**config.mk**
```make
export PLATFORM = sky130hd
export DESIGN_NAME = upscale_top
export DESIGN_NICKNAME = d
export VERILOG_FILES = /design/src/upscale_pkg.sv /design/src/stream_in.sv /design/src/upsp_ctrl.sv /design/src/upsp_counter.sv /design/src/upsp_line_buf.sv /design/src/upsp_out.sv /design/src/upscale_top.sv
export SDC_FILE = /design/constraint.sdc
export NUM_CORES = 1
export LEC_CHECK = 0
export CORE_MARGIN = 2
export CORE_UTILIZATION = 40
export CTS_BUF_LIST = sky130_fd_sc_hd__clkbuf_16
export DETAILED_ROUTE_END_ITERATION = 16
export DONT_BUFFER_PORTS = 1
export SLEW_MARGIN = 20
export SYNTH_ARGS = -nofsm -noshare
export SYNTH_HDL_FRONTEND = slang
export SYNTH_SLANG_ARGS = --single-unit
```
**constraint.sdc**
```tcl
create_clock -name clk -period 3.1 [get_ports clk]
set_input_delay 0.31 -clock clk [delete_from_list [all_inputs] [get_ports clk]]
set_output_delay 0.31 -clock clk [all_outputs]
set_load 0.05 [all_outputs]
```
**src/upscale_pkg.sv**
```systemverilog
// Up-scaler shared definitions
package upscale_pkg;

	// Pixel width, 8 bits each for r, g and b
	localparam int PIX_W = 24;

	// Stream word width on both AXI-Stream ports
	localparam int AXIS_W = 32;

	// One RGB pixel, red in the top byte
	typedef struct packed {
		logic [PIX_W/3-1:0] r;
		logic [PIX_W/3-1:0] g;
		logic [PIX_W/3-1:0] b;
	} rgb_pix_t;

	// Pixel view of a stream word
	// Upper byte is padding, low three bytes carry the pixel
	typedef struct packed {
		logic [AXIS_W-PIX_W-1:0] pad;
		rgb_pix_t                pix;
	} axis_pix_view_t;

	// Stream word, seen raw or as pad plus pixel
	typedef union packed {
		logic [AXIS_W-1:0] raw;
		axis_pix_view_t    px;
	} axis_word_u;

	// Output beat with its sideband flags
	typedef struct packed {
		axis_word_u data;
		logic       last;
		logic       user;
	} axis_beat_t;

	// Controller states, also used as the row phase
	typedef enum logic [2:0] {
		IDLE,
		START,
		FETCH,
		REPLAY,
		FINISH
	} ctrl_state_t;

endpackage

```
**src/stream_in.sv**
```systemverilog
// AXI-Stream pixel intake
`timescale 1ns/1ps

module stream_in (
	input  logic                   clk,
	input  logic                   rst_n,
	// Pixel request from the controller
	input  logic                   upsp_ac_rd,
	// Frame start and frame end pulses
	input  logic                   upstr,
	input  logic                   upendr,
	// AXI-Stream slave
	input  logic                   s_axis_tvalid,
	input  upscale_pkg::axis_word_u s_axis_tdata,
	input  logic                   s_axis_tlast,
	output logic                   s_axis_tready,
	// Returned pixel, one cycle after the beat is taken
	output logic                   ac_upsp_rvalid,
	output upscale_pkg::rgb_pix_t  ac_upsp_rdata
);

	logic frame_done;
	logic accept;

	// Ready only while a pixel is wanted and the frame is still open
	assign s_axis_tready = upsp_ac_rd & ~frame_done;
	assign accept        = s_axis_tvalid & s_axis_tready;

	// Frame-done flag
	// Set by the tlast beat or by the end pulse, cleared by the next start
	always_ff @(posedge clk or negedge rst_n) begin
		if (!rst_n) begin
			frame_done <= 1'b0;
		end else if (accept & s_axis_tlast) begin
			frame_done <= 1'b1;
		end else if (upendr) begin
			frame_done <= 1'b1;
		end else if (upstr) begin
			frame_done <= 1'b0;
		end
	end

	// One-cycle valid for each accepted beat
	always_ff @(posedge clk or negedge rst_n) begin
		if (!rst_n) begin
			ac_upsp_rvalid <= 1'b0;
		end else begin
			ac_upsp_rvalid <= accept;
		end
	end

	// Keep only the pixel bytes, the pad byte is dropped here
	always_ff @(posedge clk) begin
		if (accept) begin
			ac_upsp_rdata <= s_axis_tdata.px.pix;
		end
	end

endmodule

```
**src/upsp_ctrl.sv**
```systemverilog
// Up-sampler control FSM
`timescale 1ns/1ps

module upsp_ctrl #(
	parameter int IMG_WIDTH  = 4,
	parameter int IMG_HEIGHT = 3
) (
	input  logic                     clk,
	input  logic                     rst_n,
	input  logic                     start,
	input  logic                     out_free,
	input  logic                     ac_upsp_rvalid,
	input  logic                     buf_rd_valid,
	input  logic                     last_col,
	input  logic                     last_row,
	input  logic                     out_done,
	output logic                     upsp_ac_rd,
	output logic                     upstr,
	output logic                     upendr,
	output logic                     buf_rd,
	output logic                     cnt_step,
	output logic                     cnt_clear,
	output logic                     load,
	output logic                     first,
	output logic                     final_pix,
	output upscale_pkg::ctrl_state_t phase,
	output logic                     busy
);

	// Loads per frame, every pixel goes out on a fetch row and a replay row
	localparam int N_LOADS = 2 * IMG_WIDTH * IMG_HEIGHT;
	localparam int LC_W    = $clog2(N_LOADS);

	upscale_pkg::ctrl_state_t state;
	upscale_pkg::ctrl_state_t state_nxt;
	logic                     in_fetch;
	logic                     in_replay;
	logic                     pix_ret;
	logic [LC_W-1:0]          load_cnt;

	assign in_fetch  = (state == upscale_pkg::FETCH);
	assign in_replay = (state == upscale_pkg::REPLAY);

	// Pixel coming back this cycle, so the request is still pending
	assign pix_ret = (in_fetch & ac_upsp_rvalid) | (in_replay & buf_rd_valid);

	// Requests wait for a free output stage and no pending return
	// Intake request stays up until a beat arrives
	assign upsp_ac_rd = in_fetch & out_free & ~ac_upsp_rvalid;
	assign buf_rd     = in_replay & out_free & ~buf_rd_valid;

	// Each returned pixel goes straight to the output stage
	assign load      = pix_ret;
	assign cnt_step  = pix_ret;
	assign first     = (load_cnt == '0);
	assign final_pix = (load_cnt == LC_W'(N_LOADS - 1));

	assign upstr     = (state == upscale_pkg::START);
	assign cnt_clear = (state == upscale_pkg::START);
	assign upendr    = (state == upscale_pkg::FINISH) & out_done;
	assign busy      = (state != upscale_pkg::IDLE);
	assign phase     = state;

	always_comb begin
		state_nxt = state;
		case (state)
			upscale_pkg::IDLE:   if (start) state_nxt = upscale_pkg::START;
			upscale_pkg::START:  state_nxt = upscale_pkg::FETCH;
			// Row ends on the load of the last column
			upscale_pkg::FETCH:  if (load & last_col) state_nxt = upscale_pkg::REPLAY;
			upscale_pkg::REPLAY: begin
				if (load & last_col) begin
					state_nxt = last_row ? upscale_pkg::FINISH : upscale_pkg::FETCH;
				end
			end
			// Wait for the last beat to leave
			upscale_pkg::FINISH: if (out_done) state_nxt = upscale_pkg::IDLE;
			default:             state_nxt = upscale_pkg::IDLE;
		endcase
	end

	always_ff @(posedge clk or negedge rst_n) begin
		if (!rst_n) begin
			state <= upscale_pkg::IDLE;
		end else begin
			state <= state_nxt;
		end
	end

	// Frame load count, marks first and final pixel
	always_ff @(posedge clk or negedge rst_n) begin
		if (!rst_n) begin
			load_cnt <= '0;
		end else if (upstr) begin
			load_cnt <= '0;
		end else if (load) begin
			load_cnt <= load_cnt + 1'b1;
		end
	end

endmodule

```
**src/upsp_counter.sv**
```systemverilog
// Column and row position counter
`timescale 1ns/1ps

module upsp_counter #(
	parameter int IMG_WIDTH  = 4,
	parameter int IMG_HEIGHT = 3,
	localparam int COL_W     = $clog2(IMG_WIDTH),
	localparam int ROW_W     = $clog2(IMG_HEIGHT)
) (
	input  logic                     clk,
	input  logic                     rst_n,
	input  logic                     cnt_clear,
	input  logic                     cnt_step,
	// Current row phase from the controller
	input  upscale_pkg::ctrl_state_t phase,
	output logic [COL_W-1:0]         col,
	output logic [ROW_W-1:0]         row,
	output logic                     last_col,
	output logic                     last_row
);

	assign last_col = (col == COL_W'(IMG_WIDTH - 1));
	assign last_row = (row == ROW_W'(IMG_HEIGHT - 1));

	// Column counter wraps every row
	always_ff @(posedge clk or negedge rst_n) begin
		if (!rst_n) begin
			col <= '0;
		end else if (cnt_clear) begin
			col <= '0;
		end else if (cnt_step) begin
			if (last_col) begin
				col <= '0;
			end else begin
				col <= col + 1'b1;
			end
		end
	end

	// Row moves on only after the replay pass
	// Fetch row wrap keeps the same input row for replay
	always_ff @(posedge clk or negedge rst_n) begin
		if (!rst_n) begin
			row <= '0;
		end else if (cnt_clear) begin
			row <= '0;
		end else if (cnt_step & last_col & (phase == upscale_pkg::REPLAY)) begin
			if (last_row) begin
				row <= '0;
			end else begin
				row <= row + 1'b1;
			end
		end
	end

endmodule

```
**src/upsp_line_buf.sv**
```systemverilog
// Single-port line buffer
`timescale 1ns/1ps

module upsp_line_buf #(
	parameter int IMG_WIDTH = 4,
	localparam int ADDR_W   = $clog2(IMG_WIDTH)
) (
	input  logic                  clk,
	input  logic                  rst_n,
	// Write comes from fetch rows
	input  logic                  wr,
	// Read comes from replay rows
	input  logic                  rd,
	input  logic [ADDR_W-1:0]     addr,
	input  upscale_pkg::rgb_pix_t wdata,
	output logic                  rd_valid,
	output upscale_pkg::rgb_pix_t rdata
);

	// One input row of pixels
	upscale_pkg::rgb_pix_t mem [IMG_WIDTH];

	// Write port
	always_ff @(posedge clk) begin
		if (wr) begin
			mem[addr] <= wdata;
		end
	end

	// Registered read data
	always_ff @(posedge clk) begin
		if (rd) begin
			rdata <= mem[addr];
		end
	end

	// Read valid, one cycle after the strobe
	always_ff @(posedge clk or negedge rst_n) begin
		if (!rst_n) begin
			rd_valid <= 1'b0;
		end else begin
			rd_valid <= rd;
		end
	end

endmodule

```
**src/upsp_out.sv**
```systemverilog
// AXI-Stream output stage
`timescale 1ns/1ps

module upsp_out (
	input  logic                    clk,
	input  logic                    rst_n,
	// Pixel load from the controller
	input  logic                    load,
	input  upscale_pkg::rgb_pix_t   pix,
	input  logic                    first,
	input  logic                    final_pix,
	// AXI-Stream master
	input  logic                    m_axis_tready,
	output logic                    m_axis_tvalid,
	output upscale_pkg::axis_beat_t m_axis_beat,
	// Status back to the controller
	output logic                    out_free,
	output logic                    out_done
);

	logic                  full;
	// Low for the first beat, high for the duplicate
	logic                  half;
	logic                  first_q;
	logic                  final_q;
	upscale_pkg::rgb_pix_t pix_q;
	logic                  beat_go;

	assign m_axis_tvalid = full;
	assign beat_go       = full & m_axis_tready;

	// Free when empty or when the second beat leaves now
	assign out_free = ~full | (half & m_axis_tready);
	assign out_done = beat_go & half & final_q;

	// Both beats carry the same pixel with a zero pad byte
	always_comb begin
		m_axis_beat              = '0;
		m_axis_beat.data.px.pad  = '0;
		m_axis_beat.data.px.pix  = pix_q;
		m_axis_beat.user         = first_q & ~half;
		m_axis_beat.last         = final_q & half;
	end

	always_ff @(posedge clk or negedge rst_n) begin
		if (!rst_n) begin
			full    <= 1'b0;
			half    <= 1'b0;
			first_q <= 1'b0;
			final_q <= 1'b0;
		end else if (load) begin
			full    <= 1'b1;
			half    <= 1'b0;
			first_q <= first;
			final_q <= final_pix;
		end else if (beat_go) begin
			// Second beat sent, stage goes empty
			full <= ~half;
			half <= ~half;
		end
	end

	// Held pixel
	always_ff @(posedge clk) begin
		if (load) begin
			pix_q <= pix;
		end
	end

endmodule

```
**src/upscale_top.sv**
```systemverilog
// 2x2 nearest-neighbour up-scaler
`timescale 1ns/1ps

module upscale_top #(
	parameter int IMG_WIDTH  = 4,
	parameter int IMG_HEIGHT = 3
) (
	input  logic                            clk,
	input  logic                            rst_n,
	input  logic                            start,
	output logic                            busy,
	// Input stream
	input  logic                            s_axis_tvalid,
	output logic                            s_axis_tready,
	input  logic [upscale_pkg::AXIS_W-1:0]  s_axis_tdata,
	input  logic                            s_axis_tlast,
	// Output stream
	output logic                            m_axis_tvalid,
	input  logic                            m_axis_tready,
	output upscale_pkg::axis_beat_t         m_axis_beat
);

	localparam int COL_W = $clog2(IMG_WIDTH);

	logic                     upsp_ac_rd;
	logic                     ac_upsp_rvalid;
	upscale_pkg::rgb_pix_t    ac_upsp_rdata;
	logic                     upstr;
	logic                     upendr;
	logic                     buf_rd;
	logic                     buf_wr;
	logic                     buf_rd_valid;
	upscale_pkg::rgb_pix_t    buf_rdata;
	logic                     cnt_step;
	logic                     cnt_clear;
	logic [COL_W-1:0]         col;
	logic                     last_col;
	logic                     last_row;
	logic                     load;
	logic                     first;
	logic                     final_pix;
	logic                     out_free;
	logic                     out_done;
	upscale_pkg::ctrl_state_t phase;
	upscale_pkg::rgb_pix_t    load_pix;

	// Fetch rows fill the line buffer as pixels arrive
	assign buf_wr = ac_upsp_rvalid & (phase == upscale_pkg::FETCH);

	// Intake pixel on fetch rows, buffered pixel on replay rows
	assign load_pix = (phase == upscale_pkg::FETCH) ? ac_upsp_rdata : buf_rdata;

	stream_in i_stream_in (
		.clk(clk), .rst_n(rst_n), .upsp_ac_rd(upsp_ac_rd), .upstr(upstr), .upendr(upendr),
		.s_axis_tvalid(s_axis_tvalid), .s_axis_tdata(s_axis_tdata),
		.s_axis_tlast(s_axis_tlast), .s_axis_tready(s_axis_tready),
		.ac_upsp_rvalid(ac_upsp_rvalid), .ac_upsp_rdata(ac_upsp_rdata)
	);

	upsp_ctrl #(.IMG_WIDTH(IMG_WIDTH), .IMG_HEIGHT(IMG_HEIGHT)) i_ctrl (
		.clk(clk), .rst_n(rst_n), .start(start), .out_free(out_free),
		.ac_upsp_rvalid(ac_upsp_rvalid), .buf_rd_valid(buf_rd_valid),
		.last_col(last_col), .last_row(last_row), .out_done(out_done),
		.upsp_ac_rd(upsp_ac_rd), .upstr(upstr), .upendr(upendr), .buf_rd(buf_rd),
		.cnt_step(cnt_step), .cnt_clear(cnt_clear), .load(load), .first(first),
		.final_pix(final_pix), .phase(phase), .busy(busy)
	);

	// Row count stays inside the counter
	upsp_counter #(.IMG_WIDTH(IMG_WIDTH), .IMG_HEIGHT(IMG_HEIGHT)) i_counter (
		.clk(clk), .rst_n(rst_n), .cnt_clear(cnt_clear), .cnt_step(cnt_step),
		.phase(phase), .col(col), .row(), .last_col(last_col), .last_row(last_row)
	);

	upsp_line_buf #(.IMG_WIDTH(IMG_WIDTH)) i_line_buf (
		.clk(clk), .rst_n(rst_n), .wr(buf_wr), .rd(buf_rd), .addr(col),
		.wdata(ac_upsp_rdata), .rd_valid(buf_rd_valid), .rdata(buf_rdata)
	);

	upsp_out i_out (
		.clk(clk), .rst_n(rst_n), .load(load), .pix(load_pix), .first(first),
		.final_pix(final_pix), .m_axis_tready(m_axis_tready), .m_axis_tvalid(m_axis_tvalid),
		.m_axis_beat(m_axis_beat), .out_free(out_free), .out_done(out_done)
	);

endmodule

```
# Word level (Yosys, flattened, before mapping)

Memory sizes are Yosys's and may differ from the RTL's. A register that Yosys moved wholly into a read port is not among the register bits.
Cells that the tools add are included.

Register bits: 67
RAM bits: 96
Input port bits: 38
Logic and storage cells: 88
Memories kept: 1

Memories:

| name           | words | width | rd ports | clocked after memory_dff | wr ports | line                | RTL |
|---|---|---|---|---|---|---|---|
| i_line_buf.mem | 4     | 24    | 1        | 1                        | 1        | upsp_line_buf.sv:21 | `upscale_pkg::rgb_pix_t mem [IMG_WIDTH];` |

Add/subtract/negate cells: 3
Equal/unequal tests: 11
Mux-type cells: 23
Bitwise logic cells: 25
Reductions and logical operators: 8

Operators with widths:

| operator                                                         | number |
|---|---|
| 24-bit two-way mux                                               | 1 |
| 1-bit bitwise AND                                                | 18 |
| 3-bit two-way mux                                                | 5 |
| 3-bit one-hot mux with 5 select lines                            | 1 |
| 2-bit two-way mux                                                | 6 |
| 5-bit two-way mux                                                | 2 |
| 1-bit two-way mux                                                | 8 |
| 3-bit by 2-bit == test with 1-bit output (second input constant) | 2 |
| 2-bit by 1-bit != test with 1-bit output (second input constant) | 3 |
| 2-bit nonzero test                                               | 3 |
| 3-bit nonzero test                                               | 2 |
| 5-bit by 1-bit adder with 5-bit output (second input constant)   | 1 |
| 5-bit == test (second input constant)                            | 1 |
| 5-bit zero test                                                  | 1 |
| 1-bit inverter                                                   | 5 |
| 2-bit by 1-bit adder with 2-bit output (second input constant)   | 2 |
| 2-bit == test (second input constant)                            | 2 |
| 4-bit AND reduction                                              | 1 |
| 3-bit by 1-bit == test with 1-bit output (second input constant) | 1 |
| 3-bit == test (second input constant)                            | 1 |
| 3-bit zero test                                                  | 1 |
| 2-bit != test (second input constant)                            | 1 |
| 1-bit bitwise OR                                                 | 2 |

# Longest topological paths before layout

Word-level depth: 8
Mapped depth: 6
Gate-level depth less buffers: 4

# Hierarchy

A second synthesis with hierarchy kept.

Cell total of the unflattened synthesis: 339
Area total of the unflattened synthesis: 7128.1 um^2

Modules (own cells, without submodules):

| module        | times used | cells each | area an instance (um^2) | sequential area each (um^2) |
|---|---|---|---|---|
| upsp_line_buf | 1          | 155        | 4280.4                  | 3628.5 |
| upsp_out      | 1          | 48         | 968.4                   | 820.8 |
| stream_in     | 1          | 31         | 808.3                   | 770.7 |
| upsp_ctrl     | 1          | 58         | 549.3                   | 200.2 |
| upscale_top   | 1          | 28         | 317.8                   | 0.0 |
| upsp_counter  | 1          | 19         | 203.9                   | 100.1 |

# Worst setup path before layout

OpenSTA, ideal clock, no wires.

Path type: flip-flop to flip-flop
Start point: register i_out.full (netlist: i_out.m_axis_tvalid)
End point: register i_line_buf.rdata[0] (netlist name)
Library setup time: 0.437 ns
Arrival: 2.583 ns
Required time: 2.663 ns
Setup slack: 0.080 ns
Cell stages (with the launch flop): 3
Path buffers: 0
Clock period less this slack: 3.020 ns
Path through: dfrtp_1 -> a21boi_0 -> nor3_1

Longest elaborated chain between the ends: 4

Ends and longest elaborated chain:

| item                           | line              | RTL |
|---|---|---|
| from (decl)                    | upsp_out.sv:21    | `logic full;` |
| from (signal assigned)         | upsp_out.sv:58    | `full <= ~half;` |
| 1-bit inverter                 | upsp_out.sv:33    | `assign out_free = ~full \| (half & m_axis_tready);` |
| 1-bit bitwise OR               | upsp_out.sv:33    |  |
| 1-bit bitwise AND (2 in a row) | upsp_ctrl.sv:50   | `assign buf_rd = in_replay & out_free & ~buf_rd_valid;` |
| named net buf_rd               | upscale_top.sv:30 | `logic buf_rd;` |

The timed path passes the listed nets, and every way through them passes these cells.
A chain may end at the register's enable or synchronous reset.

# Worst setup path in the final report

Start point: register i_out.full (netlist: i_out.m_axis_tvalid)
End point: output port s_axis_tready

Longest elaborated chain between the ends: 5

Ends and longest elaborated chain:

| item                           | line              | RTL |
|---|---|---|
| 1-bit inverter                 | upsp_out.sv:33    |  |
| 1-bit bitwise OR               | upsp_out.sv:33    |  |
| 1-bit bitwise AND (2 in a row) | upsp_ctrl.sv:49   | `assign upsp_ac_rd = in_fetch & out_free & ~ac_upsp_rvalid;` |
| 1-bit bitwise AND              | stream_in.sv:26   | `assign s_axis_tready = upsp_ac_rd & ~frame_done;` |
| to (decl)                      | upscale_top.sv:14 | `output logic s_axis_tready,` |

Every way passes these cells.

==> impl_metrics.toml <==
[status]
outcome = "finished clean"

[sta]
worst_pin_slew_ns = 0.924
max_slew_margin = 0.383
max_freq_mhz = 444
period_minus_slack_ns = 2.25
layout_worst_path_cycle_share = 0.726
fin_tns_setup_ns = 0
hold_viol = 0
final-setup-viol-count = 0
finalMaxSlewViolations = 0
rsz0062_at_grt = "no"
skew_ns = 0.00685

[cells_and_area]
stdcell_count = 614
antenna_cells = 0
fin_nets = 423
area_growth_pct = 15.6
drive_above_1_share = 0.249

[yosys]
synth_common_cells = "edfxtp_1 (168), mux2_2 (28), mux4_2 (24)"
syn_inst = 338
syn_avg_cell_area_um2 = 20.8
synthArstFlopShare = 0.102
synth.area.top_cells = "edfxtp_1 (72%), mux4_2 (7.7%), dfrtp_1 (6.8%), mux2_2 (4.5%), buf_4 (1.4%)"
synth_top_area_share = 0.718
yosysSeqAreaShare = 0.785
yosys_register_bits = 187
synthFlopType = "edfxtp_1"
yosysWarnings = 0
synth-edff-count = 168
synth_largest_area_cell = "edfxtp_1"
synth_cell_types = 40
synth_area_um2 = 7030
synth_most_common_cell = "edfxtp_1"

[setup_path]
endpoint_kind = "primary output"
path_class = "register to primary output"
crit_fanout = 4
reg2reg_from = "i_out.m_axis_tvalid"
regToRegSetupSlack_ns = 0.87
crit_required_ns = 2.79
arrival_ns = 1.94
cp-start-kind = "register"
crit_start = "i_out.m_axis_tvalid"
regToRegEndpoint = "i_stream_in.ac_upsp_rdata[9]"
reg2regPathDepth = 5
cp-endpoint = "s_axis_tready"

[global_route]
grt_first_pass_wirelength_mm = 18.3
grt.overflow.total = 0
grt.total_usage = 0.138
first_global_vias = 3260
antenna_found_initial = 0
grt_max_degree = 29

[clock_tree]
cts_tree = "built"
numCtsBuffers = 17
htreeDepth = 4
cts_sinks = 187
clockBufferDepth = 2
hold_buffers = 25
cts_resized = 0
cts-root-buf = "clkbuf_16"
post_cts_buffers = 0
clkLatencyLatePin_ns = 0.42
path_clk_slew_ns = 0.07

[die]
fp-row-count = 48
fp.coreArea_um2 = 17200
die_h_um = 137
start_util = 0.408
die_x_um = 137
io_pins = 75
dieArea_um2 = 18600

[route]
vias = 3120
wl_per_cell_um = 19.2
viasPerCell = 5.08
drc = 0
wl_mm = 11.8
drtPass1Iterations = 4
initialDrtViolationCount = 229
drtAntennaViolNets = 0

[placement]
placed_cells = 560
routabilityCongestion = 0.803
port_buffers = 0
dpl.hpwl_mm = 6.81

[pwr]
p_leak_nw = 2.70
p_per_area_nw_per_um2 = 870
ir_drop_v = 0.000403

[hold_path]
min_path_type = "primary input to register"

[flow_run]
maxCapViolCount = 0
-- worst min path at each step --
stage | startpoint | endpoint | slack [ns] | cells after the start
3_3_place_gp | rst_n | i_out.half | 0.01 | 0
4_1_cts | start | i_ctrl.phase[0] | 0.002 | 2
2_1_floorplan | rst_n | i_counter.col[0] | 0.01 | 0
6_report | start | i_ctrl.phase[0] | 0.02 | 2
3_5_place_dp | rst_n | i_out.final_q | 0.01 | 0
5_1_grt | start | i_ctrl.phase[0] | 0.02 | 2
-- where the power goes --
group	switching, W	internal (W)	total [W]
clock	0.000876	0.00125	0.00213
combinational	0.000605	0.000572	0.00118
sequential	0.000512	0.00325	0.00377
-- final cells by class --
type                            count  area (um^2)
Clock inverter                     12          150
Fill cell                        1417         9110
Inverter                            4         15.0
Timing Repair Buffer               35          325
Multi-Input combinational cell    134         1410
Sequential cell                   187         5520
Tap cell                          225          282
Clock buffer                       17          425
-- per-layer routing --
| metal | vias up | wire [um] | track usage |
|---|---|---|---|
| met2 | 52 | 5810 | 0.218 |
| met3 | 14 | 337 | 0.0385 |
| li1 | 1411 | - | - |
| met5 | - | 0 | 0 |
| met1 | 1643 | 5410 | 0.179 |
| met4 | 0 | 221 | 0.0613 |
-- per-stage QoR --
stage / worst slack [ns] / cell area, um^2 / hold WS (ns) / util / total power [W]
3_5_place_dp: 0.813 / 7300 / 0.0149 / 0.424 / 0.00500
5_1_grt: 0.687 / 8130 / 0.0210 / 0.471 / 0.00738
6_report: 0.849 / 8130 / 0.0219 / 0.471 / 0.00707
4_1_cts: 0.789 / 8130 / 0.00151 / 0.471 / 0.00717
3_3_place_gp: 0.872 / 7300 / 0.0149 / 0.424 / 0.00496
2_1_floorplan: 0.0804 / 7050 / 0.0144 / - / 0.00466
-- sequential cells by signal, indices dropped and copies added (netlist names) --
register / count
i_line_buf.mem: 96
i_line_buf.rdata: 24
i_out.m_axis_beat: 24
i_stream_in.ac_upsp_rdata: 24
i_ctrl.load_cnt: 5
i_ctrl.phase: 3
i_counter.col: 2
i_counter.row: 2
i_line_buf.rd_valid: 1
i_out.final_q: 1
i_out.first_q: 1
i_out.half: 1
i_out.m_axis_tvalid: 1
i_stream_in.ac_upsp_rvalid: 1
i_stream_in.frame_done: 1
-- cells by family after synthesis --
| logic type | after synthesis | share of synthesized area |
|---|---|---|
| AOI/OAI and AO/OA | 18 | 0.0166 |
| xor gates and xnor gates | 1 | 0.00125 |
| adders and majority gates | 6 | 0.0107 |
| buffers and inverters | 24 | 0.0205 |
| DFF | 187 | 0.785 |
| muxes | 56 | 0.127 |
| other | 1 | 0.000534 |
| and+or+nand+nor | 45 | 0.0376 |
-- cells in the final DEF, fill, tap and decap left out, types with 5 or more instances in the layout --
master,netlist,routed
nand2_1,7,7
clkbuf_16,0,17
buf_4,13,10
ha_1,6,6
mux4_2,24,24
dfrtp_1,19,18
a21oi_1,5,5
dlygate4sd3_1,0,25
mux2_2,28,28
edfxtp_1,168,168
o21ai_0,5,5
conb_1,1,8
nand3_1,6,6
-- critical path: stages (launching register included) --
cell and delay, ns:
dfrtp_1 0.66, a21boi_0 0.54, nor4b_2 0.10, buf_4 0.21
(Power assumes the default switching activity.)
